$ cat src/logic/spi_pkg.sv
package spi_pkg;

   // word width for spi frames and host data
   localparam int data_w = 8;

   // host register address width
   localparam int addr_w = 2;

   // register map
   // status, read only
   localparam logic [addr_w-1:0] reg_status = 2'd0;
   // write pushes one word into tx
   localparam logic [addr_w-1:0] reg_tx = 2'd1;
   // read pops one word from rx
   localparam logic [addr_w-1:0] reg_rx = 2'd2;
   // bit 0 written as 1 clears overrun
   localparam logic [addr_w-1:0] reg_ctrl = 2'd3;

   // status word bit positions
   // rx fifo holds at least one word
   localparam int st_rx_valid = 0;
   localparam int st_tx_full = 1;
   // sticky until cleared through reg_ctrl
   localparam int st_overrun = 2;
   // slave select currently low
   localparam int st_ss_active = 3;

   // fifo payloads
   // one received word per entry
   typedef logic [data_w-1:0] rx_item_t;
   // one word queued for miso
   typedef logic [data_w-1:0] tx_item_t;

endpackage

$ cat src/logic/spi_pin_sync.sv
module spi_pin_sync (
   input  logic clk,
   input  logic rst,
   input  logic sclk,
   input  logic ss,
   input  logic mosi,
   output logic sclk_rise,
   output logic sclk_fall,
   output logic ss_fall,
   output logic ss_rise,
   output logic ss_act,
   output logic mosi_s
);

   // first and second synchronizer stages
   logic sclk_m, sclk_q;
   logic ss_m, ss_q;
   logic mosi_m;

   // levels seen one cycle earlier, for edge detect
   logic sclk_prev;
   logic ss_prev;

   always_ff @(posedge clk) begin
      if (!rst) begin
         sclk_m    <= 1'b0;
         sclk_q    <= 1'b0;
         // ss idles high, so no false select after reset
         ss_m      <= 1'b1;
         ss_q      <= 1'b1;
         mosi_m    <= 1'b0;
         mosi_s    <= 1'b0;
         sclk_prev <= 1'b0;
         ss_prev   <= 1'b1;
         sclk_rise <= 1'b0;
         sclk_fall <= 1'b0;
         ss_fall   <= 1'b0;
         ss_rise   <= 1'b0;
         ss_act    <= 1'b0;
      end else begin
         sclk_m    <= sclk;
         sclk_q    <= sclk_m;
         ss_m      <= ss;
         ss_q      <= ss_m;
         mosi_m    <= mosi;
         mosi_s    <= mosi_m;
         sclk_prev <= sclk_q;
         ss_prev   <= ss_q;
         // registered pulses, third cycle after the pin moves
         sclk_rise <= sclk_q & ~sclk_prev;
         sclk_fall <= ~sclk_q & sclk_prev;
         ss_fall   <= ~ss_q & ss_prev;
         ss_rise   <= ss_q & ~ss_prev;
         // select level lines up with the ss edge pulses
         ss_act    <= ~ss_q;
      end
   end

endmodule

$ cat src/logic/spi_reg_if.sv
module spi_reg_if #(
   parameter int DATA_W = spi_pkg::data_w
) (
   input  logic                      clk,
   input  logic                      rst,
   input  logic [spi_pkg::addr_w-1:0] address,
   input  logic                      sel,
   input  logic                      we,
   input  logic [DATA_W-1:0]         data_in,
   input  logic [DATA_W-1:0]         rx_head,
   input  logic                      rx_empty,
   input  logic                      tx_full,
   input  logic                      ss_act,
   input  logic                      rx_drop,
   output logic [DATA_W-1:0]         data_out,
   output logic                      rx_pop,
   output logic                      credit_ret,
   output logic                      tx_push,
   output logic [DATA_W-1:0]         tx_data,
   output logic                      interrupt
);

   // address hits
   logic              hit_status;
   logic              hit_tx;
   logic              hit_rx;
   logic              hit_ctrl;
   // host strobes
   logic              wr_en;
   logic              rd_en;
   logic              ovr_clr;
   // sticky overrun
   logic              overrun;
   logic [DATA_W-1:0] status;

   assign hit_status = (address == spi_pkg::reg_status);
   assign hit_tx     = (address == spi_pkg::reg_tx);
   assign hit_rx     = (address == spi_pkg::reg_rx);
   assign hit_ctrl   = (address == spi_pkg::reg_ctrl);

   // no handshake, access completes at this edge
   assign wr_en = sel & we;
   assign rd_en = sel & ~we;

   // tx write while full is dropped
   assign tx_push = wr_en & hit_tx & ~tx_full;
   assign tx_data = data_in;

   // only a real pop returns a credit
   assign rx_pop = rd_en & hit_rx & ~rx_empty;

   assign ovr_clr = wr_en & hit_ctrl & data_in[0];

   always_comb begin
      status                        = '0;
      status[spi_pkg::st_rx_valid]  = ~rx_empty;
      status[spi_pkg::st_tx_full]   = tx_full;
      status[spi_pkg::st_overrun]   = overrun;
      status[spi_pkg::st_ss_active] = ss_act;
   end

   // read mux, zero when not selected
   always_comb begin
      data_out = '0;
      if (sel) begin
         if (hit_status) begin
            data_out = status;
         end else if (hit_rx) begin
            // head word during the popping cycle
            data_out = rx_head;
         end
      end
   end

   always_ff @(posedge clk) begin
      if (!rst) begin
         overrun    <= 1'b0;
         credit_ret <= 1'b0;
      end else begin
         // a new drop beats a clear in the same cycle
         if (rx_drop) begin
            overrun <= 1'b1;
         end else if (ovr_clr) begin
            overrun <= 1'b0;
         end
         // credit goes back one cycle after the pop
         credit_ret <= rx_pop;
      end
   end

   assign interrupt = ~rx_empty | overrun;

endmodule

$ cat src/logic/spi_shift_engine.sv
module spi_shift_engine #(
   parameter int DATA_W   = spi_pkg::data_w,
   parameter int RX_DEPTH = 4
) (
   input  logic              clk,
   input  logic              rst,
   input  logic              sclk_rise,
   input  logic              sclk_fall,
   input  logic              ss_fall,
   input  logic              ss_rise,
   input  logic              ss_act,
   input  logic              mosi_s,
   input  logic [DATA_W-1:0] tx_word,
   input  logic              tx_empty,
   input  logic              credit_ret,
   output logic              miso,
   output logic              rx_push,
   output logic [DATA_W-1:0] rx_word,
   output logic              rx_drop,
   output logic              tx_pop
);

   localparam int CNT_W = (DATA_W > 1) ? $clog2(DATA_W) : 1;
   localparam int CRD_W = $clog2(RX_DEPTH + 1);

   // rising edges seen in the current word
   logic [CNT_W-1:0]  bit_cnt;
   // one cycle after the last rising edge of a word
   logic              word_done;
   // free rx slots the engine may still fill
   logic [CRD_W-1:0]  credits;
   logic [DATA_W-1:0] rx_sr;
   logic [DATA_W-1:0] tx_sr;
   logic              tx_load;

   // new tx word at select and after every full word
   assign tx_load = ss_fall | word_done;
   assign tx_pop  = tx_load & ~tx_empty;

   // push needs a credit, otherwise the word is lost
   assign rx_push = word_done & (credits != '0);
   assign rx_drop = word_done & (credits == '0);
   assign rx_word = rx_sr;

   // lsb first, so miso is always bit 0
   assign miso = tx_sr[0];

   always_ff @(posedge clk) begin
      if (!rst) begin
         bit_cnt   <= '0;
         word_done <= 1'b0;
      end else begin
         word_done <= 1'b0;
         // select edges start a fresh word, partial bits discarded
         if (ss_fall || ss_rise) begin
            bit_cnt <= '0;
         end else if (ss_act && sclk_rise) begin
            if (bit_cnt == CNT_W'(DATA_W - 1)) begin
               bit_cnt   <= '0;
               word_done <= 1'b1;
            end else begin
               bit_cnt <= bit_cnt + 1'b1;
            end
         end
      end
   end

   // mode 0 sample on rising sclk, new bit enters at the top
   always_ff @(posedge clk) begin
      if (ss_act && sclk_rise) begin
         rx_sr <= {mosi_s, rx_sr[DATA_W-1:1]};
      end
   end

   always_ff @(posedge clk) begin
      if (!rst) begin
         tx_sr <= '0;
      end else if (tx_load) begin
         // underflow sends zeros
         tx_sr <= tx_empty ? '0 : tx_word;
      end else if (ss_act && sclk_fall && bit_cnt != '0) begin
         // no shift on the fall that closes a word, next word already loaded
         tx_sr <= tx_sr >> 1;
      end
   end

   // credit count, push and return may coincide
   always_ff @(posedge clk) begin
      if (!rst) begin
         credits <= CRD_W'(RX_DEPTH);
      end else begin
         case ({rx_push, credit_ret})
            2'b10:   credits <= credits - 1'b1;
            2'b01:   credits <= credits + 1'b1;
            default: credits <= credits;
         endcase
      end
   end

endmodule

$ cat src/logic/spi_slave_top.sv
module spi_slave_top #(
   parameter int DATA_W   = spi_pkg::data_w,
   parameter int RX_DEPTH = 4,
   parameter int TX_DEPTH = 4
) (
   input  logic                       clk,
   input  logic                       rst,
   input  logic                       sclk,
   input  logic                       ss,
   input  logic                       mosi,
   output logic                       miso,
   input  logic [spi_pkg::addr_w-1:0] address,
   input  logic                       sel,
   input  logic                       we,
   input  logic [DATA_W-1:0]          data_in,
   output logic [DATA_W-1:0]          data_out,
   output logic                       interrupt
);

   // synchronized pin events
   logic sclk_rise, sclk_fall, ss_fall, ss_rise, ss_act, mosi_s;
   // rx path
   logic              rx_push, rx_drop, rx_pop, rx_empty, credit_ret;
   logic [DATA_W-1:0] rx_word, rx_head;
   // tx path
   logic              tx_push, tx_pop, tx_empty, tx_full;
   logic [DATA_W-1:0] tx_data, tx_word;

   spi_pin_sync u_sync (
      .clk(clk), .rst(rst), .sclk(sclk), .ss(ss), .mosi(mosi),
      .sclk_rise(sclk_rise), .sclk_fall(sclk_fall), .ss_fall(ss_fall),
      .ss_rise(ss_rise), .ss_act(ss_act), .mosi_s(mosi_s)
   );

   spi_shift_engine #(.DATA_W(DATA_W), .RX_DEPTH(RX_DEPTH)) u_engine (
      .clk(clk), .rst(rst), .sclk_rise(sclk_rise), .sclk_fall(sclk_fall),
      .ss_fall(ss_fall), .ss_rise(ss_rise), .ss_act(ss_act), .mosi_s(mosi_s),
      .tx_word(tx_word), .tx_empty(tx_empty), .credit_ret(credit_ret),
      .miso(miso), .rx_push(rx_push), .rx_word(rx_word), .rx_drop(rx_drop),
      .tx_pop(tx_pop)
   );

   // credit count keeps the rx fifo from overflowing
   spi_word_fifo #(.item_t(spi_pkg::rx_item_t), .DEPTH(RX_DEPTH)) u_rx (
      .clk(clk), .rst(rst), .push(rx_push), .push_data(rx_word), .pop(rx_pop),
      .head(rx_head), .empty(rx_empty), .full()
   );

   spi_word_fifo #(.item_t(spi_pkg::tx_item_t), .DEPTH(TX_DEPTH)) u_tx (
      .clk(clk), .rst(rst), .push(tx_push), .push_data(tx_data), .pop(tx_pop),
      .head(tx_word), .empty(tx_empty), .full(tx_full)
   );

   spi_reg_if #(.DATA_W(DATA_W)) u_regs (
      .clk(clk), .rst(rst), .address(address), .sel(sel), .we(we),
      .data_in(data_in), .rx_head(rx_head), .rx_empty(rx_empty),
      .tx_full(tx_full), .ss_act(ss_act), .rx_drop(rx_drop),
      .data_out(data_out), .rx_pop(rx_pop), .credit_ret(credit_ret),
      .tx_push(tx_push), .tx_data(tx_data), .interrupt(interrupt)
   );

endmodule

$ cat src/logic/spi_word_fifo.sv
module spi_word_fifo #(
   parameter type item_t = spi_pkg::rx_item_t,
   parameter int  DEPTH  = 4
) (
   input  logic  clk,
   input  logic  rst,
   input  logic  push,
   input  item_t push_data,
   input  logic  pop,
   output item_t head,
   output logic  empty,
   output logic  full
);

   localparam int PTR_W = (DEPTH > 1) ? $clog2(DEPTH) : 1;
   localparam int CNT_W = $clog2(DEPTH + 1);

   item_t            mem [DEPTH];
   logic [PTR_W-1:0] wr_ptr;
   logic [PTR_W-1:0] rd_ptr;
   logic [CNT_W-1:0] count;
   logic             do_push;
   logic             do_pop;

   assign empty = (count == '0);
   assign full  = (count == CNT_W'(DEPTH));

   // pop on empty and push on full are ignored
   assign do_push = push & ~full;
   assign do_pop  = pop & ~empty;

   // head word shown without a read cycle
   assign head = mem[rd_ptr];

   // storage, no reset
   always_ff @(posedge clk) begin
      if (do_push) begin
         mem[wr_ptr] <= push_data;
      end
   end

   always_ff @(posedge clk) begin
      if (!rst) begin
         wr_ptr <= '0;
         rd_ptr <= '0;
         count  <= '0;
      end else begin
         if (do_push) begin
            wr_ptr <= (wr_ptr == PTR_W'(DEPTH - 1)) ? '0 : wr_ptr + 1'b1;
         end
         if (do_pop) begin
            rd_ptr <= (rd_ptr == PTR_W'(DEPTH - 1)) ? '0 : rd_ptr + 1'b1;
         end
         // occupancy holds when both happen
         if (do_push && !do_pop) begin
            count <= count + 1'b1;
         end else if (do_pop && !do_push) begin
            count <= count - 1'b1;
         end
      end
   end

endmodule

$ cat config.mk
export PLATFORM = sky130hd
export DESIGN_NAME = spi_slave_top
export DESIGN_NICKNAME = d
export VERILOG_FILES = /design/src/logic/spi_pkg.sv /design/src/logic/spi_pin_sync.sv /design/src/logic/spi_reg_if.sv /design/src/logic/spi_shift_engine.sv /design/src/logic/spi_slave_top.sv /design/src/logic/spi_word_fifo.sv
export SDC_FILE = /design/constraint.sdc
export NUM_CORES = 1
export LEC_CHECK = 0
export BUFFER_PORTS_ARGS = -buffer_cell sky130_fd_sc_hd__buf_2
export CAP_MARGIN = 25
export CORE_UTILIZATION = 60
export CTS_BUF_LIST = sky130_fd_sc_hd__clkbuf_8
export CTS_CLUSTER_DIAMETER = 120
export CTS_CLUSTER_SIZE = 24
export DETAILED_ROUTE_END_ITERATION = 7
export GPL_ROUTABILITY_DRIVEN = 1
export PLACE_DENSITY = 0.79
export SLEW_MARGIN = 0
export SYNTH_ARGS = -nofsm -noshare
export SYNTH_HDL_FRONTEND = slang
export SYNTH_SLANG_ARGS = --single-unit
export TNS_END_PERCENT = 100
$ cat constraint.sdc
create_clock -name clk -period 3.1 [get_ports clk]
set_input_delay 0.62 -clock clk [delete_from_list [all_inputs] [get_ports clk]]
set_output_delay 0.62 -clock clk [all_outputs]
set_load 0.005 [all_outputs]
==> Word-level counts from Yosys, hierarchy flattened <==
Memories as Yosys holds them, arrays and structs flattened. A register that Yosys moved wholly into a read port is not among the register bits.
Cells that the tools add are included.
{ "totals": {"reg_bits": 52, "mem_bits_rw": 64, "input_bits": 17, "output_inout_bits": 10, "n_memories": 2} }
{ "classes": {"n_addsub": 11, "n_eq_ne": 12, "n_mux": 27, "n_bitwise": 32, "reduce_logical": 25} }
{ "memory_table": {"columns": ["memory", "words", "word_bits", "read_ports", "rd_ports_with_merged_regs", "write_ports", "line", "rtl"], "rows": [
  ["u_rx.mem", 4, 8, 1, 1, 1, "spi_word_fifo.sv:18", "item_t mem [DEPTH];"],
  ["u_tx.mem", 4, 8, 1, 1, 1, "spi_word_fifo.sv:18", null]
]} }
{ "op_table": {"columns": ["cell", "n"], "rows": [
  ["8-bit two-way mux", 6],
  ["1-bit AND", 19],
  ["2-bit two-way mux", 8],
  ["3-bit two-way mux", 5],
  ["2-bit == test (second input constant)", 7],
  ["3-bit by 1-bit adder with 3-bit output (second input constant)", 4],
  ["1-bit inverter", 11],
  ["2-bit nonzero test", 5],
  ["3-bit == test (second input constant)", 3],
  ["3-bit zero test", 3],
  ["3-bit by 1-bit subtractor with 3-bit output (second input constant)", 3],
  ["2-bit by 1-bit adder with 2-bit output (second input constant)", 4],
  ["1-bit logical AND", 7],
  ["1-bit two-way mux", 7],
  ["3-bit one-hot mux with 2 select lines", 1],
  ["3-bit nonzero test", 2],
  ["2-bit by 1-bit == test with 1-bit output (second input constant)", 2],
  ["1-bit zero test", 4],
  ["3-bit OR reduction", 1],
  ["2-bit zero test", 1],
  ["1-bit OR", 2],
  ["2-bit OR reduction", 1],
  ["1-bit logical OR", 1]
]} }

==> Longest topological paths before layout <==
Gate-level depths: netlist (run 1).
{ "logic_depth": {"word_depth": 8, "mapped_depth": 9, "mapped_depth_nobuf": 8} }

==> By module <==
From an unflattened synthesis (run 1), not the netlist that was laid out.
{ "unflattened": {"hier_cells": 352, "hier_area_um2": 4948.5} }
{ "by_module_without_submodules": {"columns": ["mod", "n_inst", "cells_each", "area_each_um2", "seq_area_each_um2"], "rows": [
  ["spi_word_fifo", 2, 93, 1630.3, 1141.1],
  ["spi_shift_engine", 1, 105, 1052.3, 540.5],
  ["spi_pin_sync", 1, 27, 361.6, 260.2],
  ["spi_reg_if", 1, 34, 274.0, 40.0]
]} }

==> Worst setup path before layout (run 1) <==
No wires, ideal clock.
{ "synth_path": {"path_type": "input to register", "from": "input address[1] in the netlist's numbering", "to": "register u_tx.count[2]", "t_arrival_ns": 2.292, "required_time_ns": 3.028, "setup_slack_ns": 0.736, "stages": 8, "n_path_buf": 1, "cell_sequence": "buf_4 > nor3_1 > ha_1 > inv_1 > fa_1 > xor2_1 > or3_1 > a21oi_1"} }
{ "synth_via": {"elab_chain_len": 7} }
{ "synth_rtl": {"columns": ["item", "line", "rtl"], "rows": [
  ["start, declared", "spi_slave_top.sv:12", "input logic [spi_pkg::addr_w-1:0] address,"],
  ["2-bit by 1-bit == test with 1-bit output (*)", "spi_reg_if.sv:37", "assign hit_tx = (address == spi_pkg::reg_tx);"],
  ["1-bit AND (*) (2 in a row)", "spi_reg_if.sv:46", "assign tx_push = wr_en & hit_tx & ~tx_full;"],
  ["1-bit AND (*)", "spi_word_fifo.sv:29", "assign do_push = push & ~full;"],
  ["named net u_tx.do_push", "spi_word_fifo.sv:22", "logic do_push;"],
  ["1-bit zero test", "spi_word_fifo.sv:57", "end else if (do_pop && !do_push) begin"],
  ["1-bit logical AND", "spi_word_fifo.sv:57", null],
  ["2-bit nonzero test (no source line)", null, null],
  ["end signal, assigned", "spi_word_fifo.sv:56", "count <= count + 1'b1;"],
  ["end signal, assigned", "spi_word_fifo.sv:58", "count <= count - 1'b1;"],
  ["end, declared", "spi_word_fifo.sv:21", "logic [CNT_W-1:0] count;"]
]} }
The timed path passes the listed nets; every way through them passes the cells marked *.
A chain may end at the register's enable or synchronous reset.

==> impl_metrics.tcl, run 1 <==
set metrics [dict create \
    status "complete, no violations" \
    grt.overflow.total 0 \
    drtIter0Drc 143 \
    synth.area.top_cells "edfxtp_1, dfxtp_1, mux4_2" \
    reg2reg_setup_slack_ps 700 \
    die_y_microns 91.5 \
    cts_resized 0 \
    die_x_microns 91.5 \
    gp_congestion 0.774 \
    max-cap-violations 0 \
    drive_gt1_share_pct 21.1 \
    critPathKind "reg2out" \
    finalSetupTns_ps 0 \
    grt_pass1_vias 2835 \
    cts.sinks 120 \
    clk_latency_ps 440 \
    period_needed_ps 2710 \
    hold_violations 0 \
    synth_top_cell_by_area "edfxtp_1" \
    ctsHoldBuffers 0 \
    start_util_pct 62.2 \
    seq_area_frac_synth_pct 65.0 \
    powerDensity_nw_per_um2 596 \
    drtPass1Iterations 4 \
    crit_fanout 8 \
    netlist_instances 331 \
    finalSetupViolCount 0 \
    hold_slack_ps 367 \
    min-delay-start "ss" \
    postCtsSetupBuffers 0 \
    total_power_mw 3.24 \
    yosys.area.top_type_share_pct 45.0 \
    num_antenna_cells 0 \
    numPortBuffers 26 \
    worstMarginPinSlew_ps 653 \
    grt_pass1_wl_microns 13700 \
    mappedNetlistNets 367 \
    grt_start_max_net_pins 21 \
    cp_data_arrival_time_ps 2090 \
    vias 2689 \
    via_per_inst 5.59 \
    worst_slack_ps 387 \
    critPathLaunchType "register" \
    row_count 32 \
    dieArea_sq_um 8370 \
    cts_root_buf "clkbuf_8" \
    hp-class "in2reg" \
    syn-cell-area_sq_um 4810 \
    critPathRequiredTime_ps 2480 \
    cts_max_level 4 \
    avgSynthCellArea_sq_um 14.5 \
    cp-end-kind "primary output" \
    routedWlPerCell_microns 17.0 \
    yosys_register_bits 120 \
    drt.antenna.violating_nets 0 \
    core_area_sq_um 7730 \
    areaGrowthSynthToFinish_pct 13.0 \
    cts_buffers 17 \
    io_pins 27 \
    fmax_ghz 0.369 \
    leakage_nw 1.99 \
    ys_types 40 \
    max-slew-margin-rel_pct 56.4 \
    finalClockSkew_ps 11.4 \
    vdd_drop_max_uv 409 \
    cts_max_path_buffers 2 \
    rsz0062_at_grt "false" \
    design_area_sq_um 5430 \
    reg2reg_from "u_rx.count[0]" \
    synth_warnings 0 \
    grt_antenna_before_repair 0 \
    final_cells 481 \
    finalNetCount 402 \
    tritoncts "done" \
    maxSlewViolCount 0 \
    drt_wl_total_microns 8180 \
    dpl_worst_slack_ps 421 \
    fin_crit_sh_pct 87.5 \
    post-route-util_pct 70.3 \
    route.detailed.drc 0 \
    dp_hpwl_microns 5440 \
    place_inst 449 \
    track_usage_pct 22.6 \
    dpl_cell_area_sq_um 5020 \
    cts.clk_slew.worst_paths_ps 80 \
]
layout make-up:
cell class                      instances  area, sq um
Sequential cell                       120         3120
Fill cell                             498         2290
Multi-Input combinational cell        179         1550
Tap cell                              102          128
Inverter                               21         78.8
Timing Repair Buffer                   27          138
Clock buffer                           17          234
Clock inverter                         15          183
cells in the mapped netlist:
| cell | instances |
|---|---|
| fa_1 | 3 |
| clkbuf_1 | 6 |
| buf_4 | 1 |
| a21oi_1 | 12 |
| xor2_1 | 6 |
| o21ai_0 | 5 |
| o31ai_1 | 4 |
| and3_1 | 1 |
| a21o_1 | 1 |
| inv_1 | 20 |
| nor2_1 | 18 |
| o221a_1 | 7 |
| edfxtp_1 | 72 |
| or3b_2 | 1 |
| nand4_1 | 2 |
| nor3_1 | 3 |
| buf_6 | 1 |
| mux2i_1 | 6 |
| o32a_2 | 1 |
| nor3b_1 | 4 |
| dfxtp_1 | 48 |
| buf_2 | 2 |
| o21a_1 | 3 |
| nand2_1 | 9 |
| mux4_2 | 16 |
| o31ai_2 | 1 |
| nand2b_1 | 6 |
| clkinv_1 | 1 |
| nor2b_1 | 5 |
| ha_1 | 16 |
| or4b_1 | 2 |
| or4_1 | 1 |
| or3_1 | 6 |
| nand3_1 | 5 |
| nand3b_4 | 1 |
| and2_1 | 23 |
| or2_2 | 1 |
| buf_1 | 1 |
| a211oi_1 | 3 |
| a31oi_1 | 7 |
cell families (layout without fill, tap and decap cells):
family | Yosys count | count (layout) | share of synthesized area (%)
fa+ha+maj | 19 | 19 | 5.41
simple gates | 88 | 88 | 10.5
flops | 120 | 120 | 65.0
mux | 22 | 22 | 8.75
xor+xnor | 6 | 6 | 1.09
compound gates | 44 | 44 | 6.53
buf+inv | 32 | 80 | 2.78
final timing paths:
path	endpoint	cells after the start
max	data_out[0]	4
min	u_sync.ss_m	2
max reg2reg	u_rx.count[2]	8
min reg2reg	u_sync.ss_rise	1
flip-flops by register name, indices dropped and copies added, names as in the netlist, 2 cells and up, named ones only:
signal,count
u_tx.count,3
u_tx.rd_ptr,2
u_rx.wr_ptr,2
u_engine.bit_cnt,3
u_rx.rd_ptr,2
u_engine.credits,3
u_engine.rx_word,8
u_rx.mem,32
u_tx.mem,32
u_engine.tx_sr,8
u_rx.count,3
u_tx.wr_ptr,2
power by group:
part | internal, mW | leakage (nW) | total (mW) | switching (mW)
Combinational | 0.0323 | 0.739 | 0.0752 | 0.0428
Sequential | 1.69 | 1.04 | 1.70 | 0.00981
Clock | 0.753 | 0.210 | 1.46 | 0.709
critical path, stage by stage, from the launching register on:
cell and delay (ps):
dfxtp_1 680, mux4_2 610, nor2_1 130, a211oi_1 80, buf_2 160
per-layer routing:
layer,part of all wire [%],track usage [%],vias up,wire [microns]
li1,-,-,1297,-
met1,43,28.6,1300,3540
met2,50,35.5,79,4070
met3,5.7,7.45,13,468
met4,1.3,10.3,0,104
met5,0,0,-,0
layout by cell type (no fill, tap or decap), types with 2 or more instances in the layout:
cell and count:
a211oi_1 3, a21oi_1 12, a31oi_1 7, and2_1 23, buf_2 26, bufinv_16 2, clkbuf_8 17, clkinv_4 2
dfxtp_1 48, edfxtp_1 72, fa_1 3, ha_1 16, inv_1 20, inv_6 6, inv_8 4, mux2i_1 6
mux4_2 16, nand2_1 9, nand2b_1 6, nand3_1 5, nand4_1 2, nor2_1 18, nor2b_1 5, nor3_1 3
nor3b_1 4, o21a_1 3, o21ai_0 5, o221a_1 7, o31ai_1 4, or3_1 6, or4b_1 2, xor2_1 6
(Power assumes the default switching activity.)
==> inputs of run 2 (changes only) <==
- CORE_ASPECT_RATIO: unset -> 1.1
- GPL_TIMING_DRIVEN: unset -> 1
- clock period: 3.1 -> 2.7 ns (I/O delays scaled with it)
==> impl_metrics.tcl, run 2 (synthesis gave the netlist of run 1 again) <==
set metrics [dict create \
    status "complete, no violations" \
    final_cell_mix "edfxtp_1, dfxtp_1, buf_2" \
    place_inst 454 \
    vdd_drop_max_uv 477 \
    finalSetupViolCount 0 \
    grt.overflow.total 0 \
    finalClockSkew_ps 8.09 \
    power_frac_seq_pct 52.4 \
    clk_latency_ps 430 \
    core_area_sq_um 7600 \
    cts_resized 0 \
    grt_antenna_before_repair 0 \
    rr_worst_depth 8 \
    cts_buffers 17 \
    areaGrowthSynthToFinish_pct 13.7 \
    whs_path_depth 2 \
    finalNetCount 404 \
    period_needed_ps 2400 \
    total_power_mw 3.73 \
    ctsHoldBuffers 0 \
    design_area_sq_um 5460 \
    internal-power_mw 2.91 \
    grt_start_max_net_pins 21 \
    maxSlewViolCount 0 \
    p_sw_uw 817 \
    worstSetupEndpoint "data_out[1]" \
    route.detailed.drc 0 \
    rsz0062_at_grt "false" \
    cts_root_buf "clkbuf_8" \
    powerDensity_nw_per_um2 682 \
    reg2reg_from "u_tx.count[0]" \
    cts_max_path_buffers 2 \
    worstMarginPinSlew_ps 555 \
    drt_wl_total_microns 8050 \
    cts.sinks 120 \
    postCtsSetupBuffers 0 \
    finalSetupTns_ps 0 \
    multi_input_area_sq_um 1550 \
    combPwrFrac_pct 2.3 \
    top_regs "u_rx.mem x32, u_tx.mem x32" \
    drive_gt1_share_pct 21.8 \
    hold_violations 0 \
    max-slew-margin-rel_pct 62.9 \
    tritoncts "done" \
    drtPass1Iterations 4 \
    crit_fanout 5 \
    r2r-end "u_tx.count[2]" \
    gp_congestion 0.731 \
    cts_max_level 4 \
    seq_area_sq_um 3120 \
    num_antenna_cells 0 \
    die_y_microns 95.9 \
    dpl_cell_area_sq_um 5040 \
    numPortBuffers 26 \
    critPathRequiredTime_ps 2160 \
    critPathKind "reg2out" \
    reg2reg_setup_slack_ps 370 \
    die_x_microns 87.3 \
    fmax_ghz 0.416 \
    layout_commonest_cell "edfxtp_1" \
    start_util_pct 63.3 \
    grt_pass1_vias 2711 \
    dp_hpwl_microns 5560 \
    sw_frac_of_total_pct 21.9 \
    fin_crit_sh_pct 89.0 \
    vias 2726 \
    final_cells 486 \
    cp-end-kind "primary output" \
    fillers 516 \
    drtIter0Drc 98 \
    row_count 33 \
    cp_data_arrival_time_ps 1860 \
    critPathLaunchType "register" \
    grt_pass1_wl_microns 12700 \
    track_usage_pct 21.6 \
    crit_start "u_tx.count[0]" \
    routedWlPerCell_microns 16.6 \
    max-cap-violations 0 \
    cts.clk_slew.worst_paths_ps 80 \
    drt.antenna.violating_nets 0 \
    dieArea_sq_um 8370 \
    pwr-share-clk_pct 45.2 \
    hp-class "in2reg" \
    via_per_inst 5.61 \
    leakage_nw 1.99 \
    io_pins 27 \
]
[run 2: power by group through the flow]
stage	Clock (mW)	Sequential (mW)	Combinational [mW]
floorplan	0	1.99	0.0530
CTS	1.72	1.95	0.0881
finish	1.69	1.95	0.0876
detailed placement	0	2.00	0.0876
global placement	0	1.99	0.0840
global route	1.79	1.96	0.0971
[run 2: how the worst min path moves through the flow]
stage / endpoint / start
after floorplan: u_sync.ss_rise / u_sync.ss_prev
after global placement: u_engine.rx_word[7] / u_sync.mosi_s
after detailed placement: u_sync.ss_rise / u_sync.ss_prev
after CTS: u_sync.ss_m / ss
after global routing: u_sync.ss_m / ss
final: u_sync.ss_m / ss
[run 2: critical path, cell delays in order, from the launching register on]
cell and delay, ps:
dfxtp_1 370, or3b_2 540, a211oi_1 350, buf_2 180
[run 2: per-stage QoR]
stage               hold slack, ps  setup WS [ps]  util [%]
global placement               387            338      66.3
floorplan                      382            416         -
CTS                            281           42.4      71.9
detailed placement             391            187      66.3
global route                   279            185      71.9
finish                         299            298      71.9
[run 2: layer usage]
metal / GRT usage, % / up-vias / share of wire [%]
li1: - / 1300 / -
met1: 21.8 / 1346 / 39
met2: 38.5 / 60 / 53
met3: 8.06 / 20 / 5.2
met4: 11.9 / 0 / 2.6
met5: 0 / - / 0
[run 2: layout make-up]
class                      count  area share [%]
sequential                   120            57.2
inverter                      21            1.44
multi-input combinational    179            28.4
tap                          105            2.40
clock buffer                  17            4.28
clock inverter                15            3.53
timing repair buffer          29            2.79
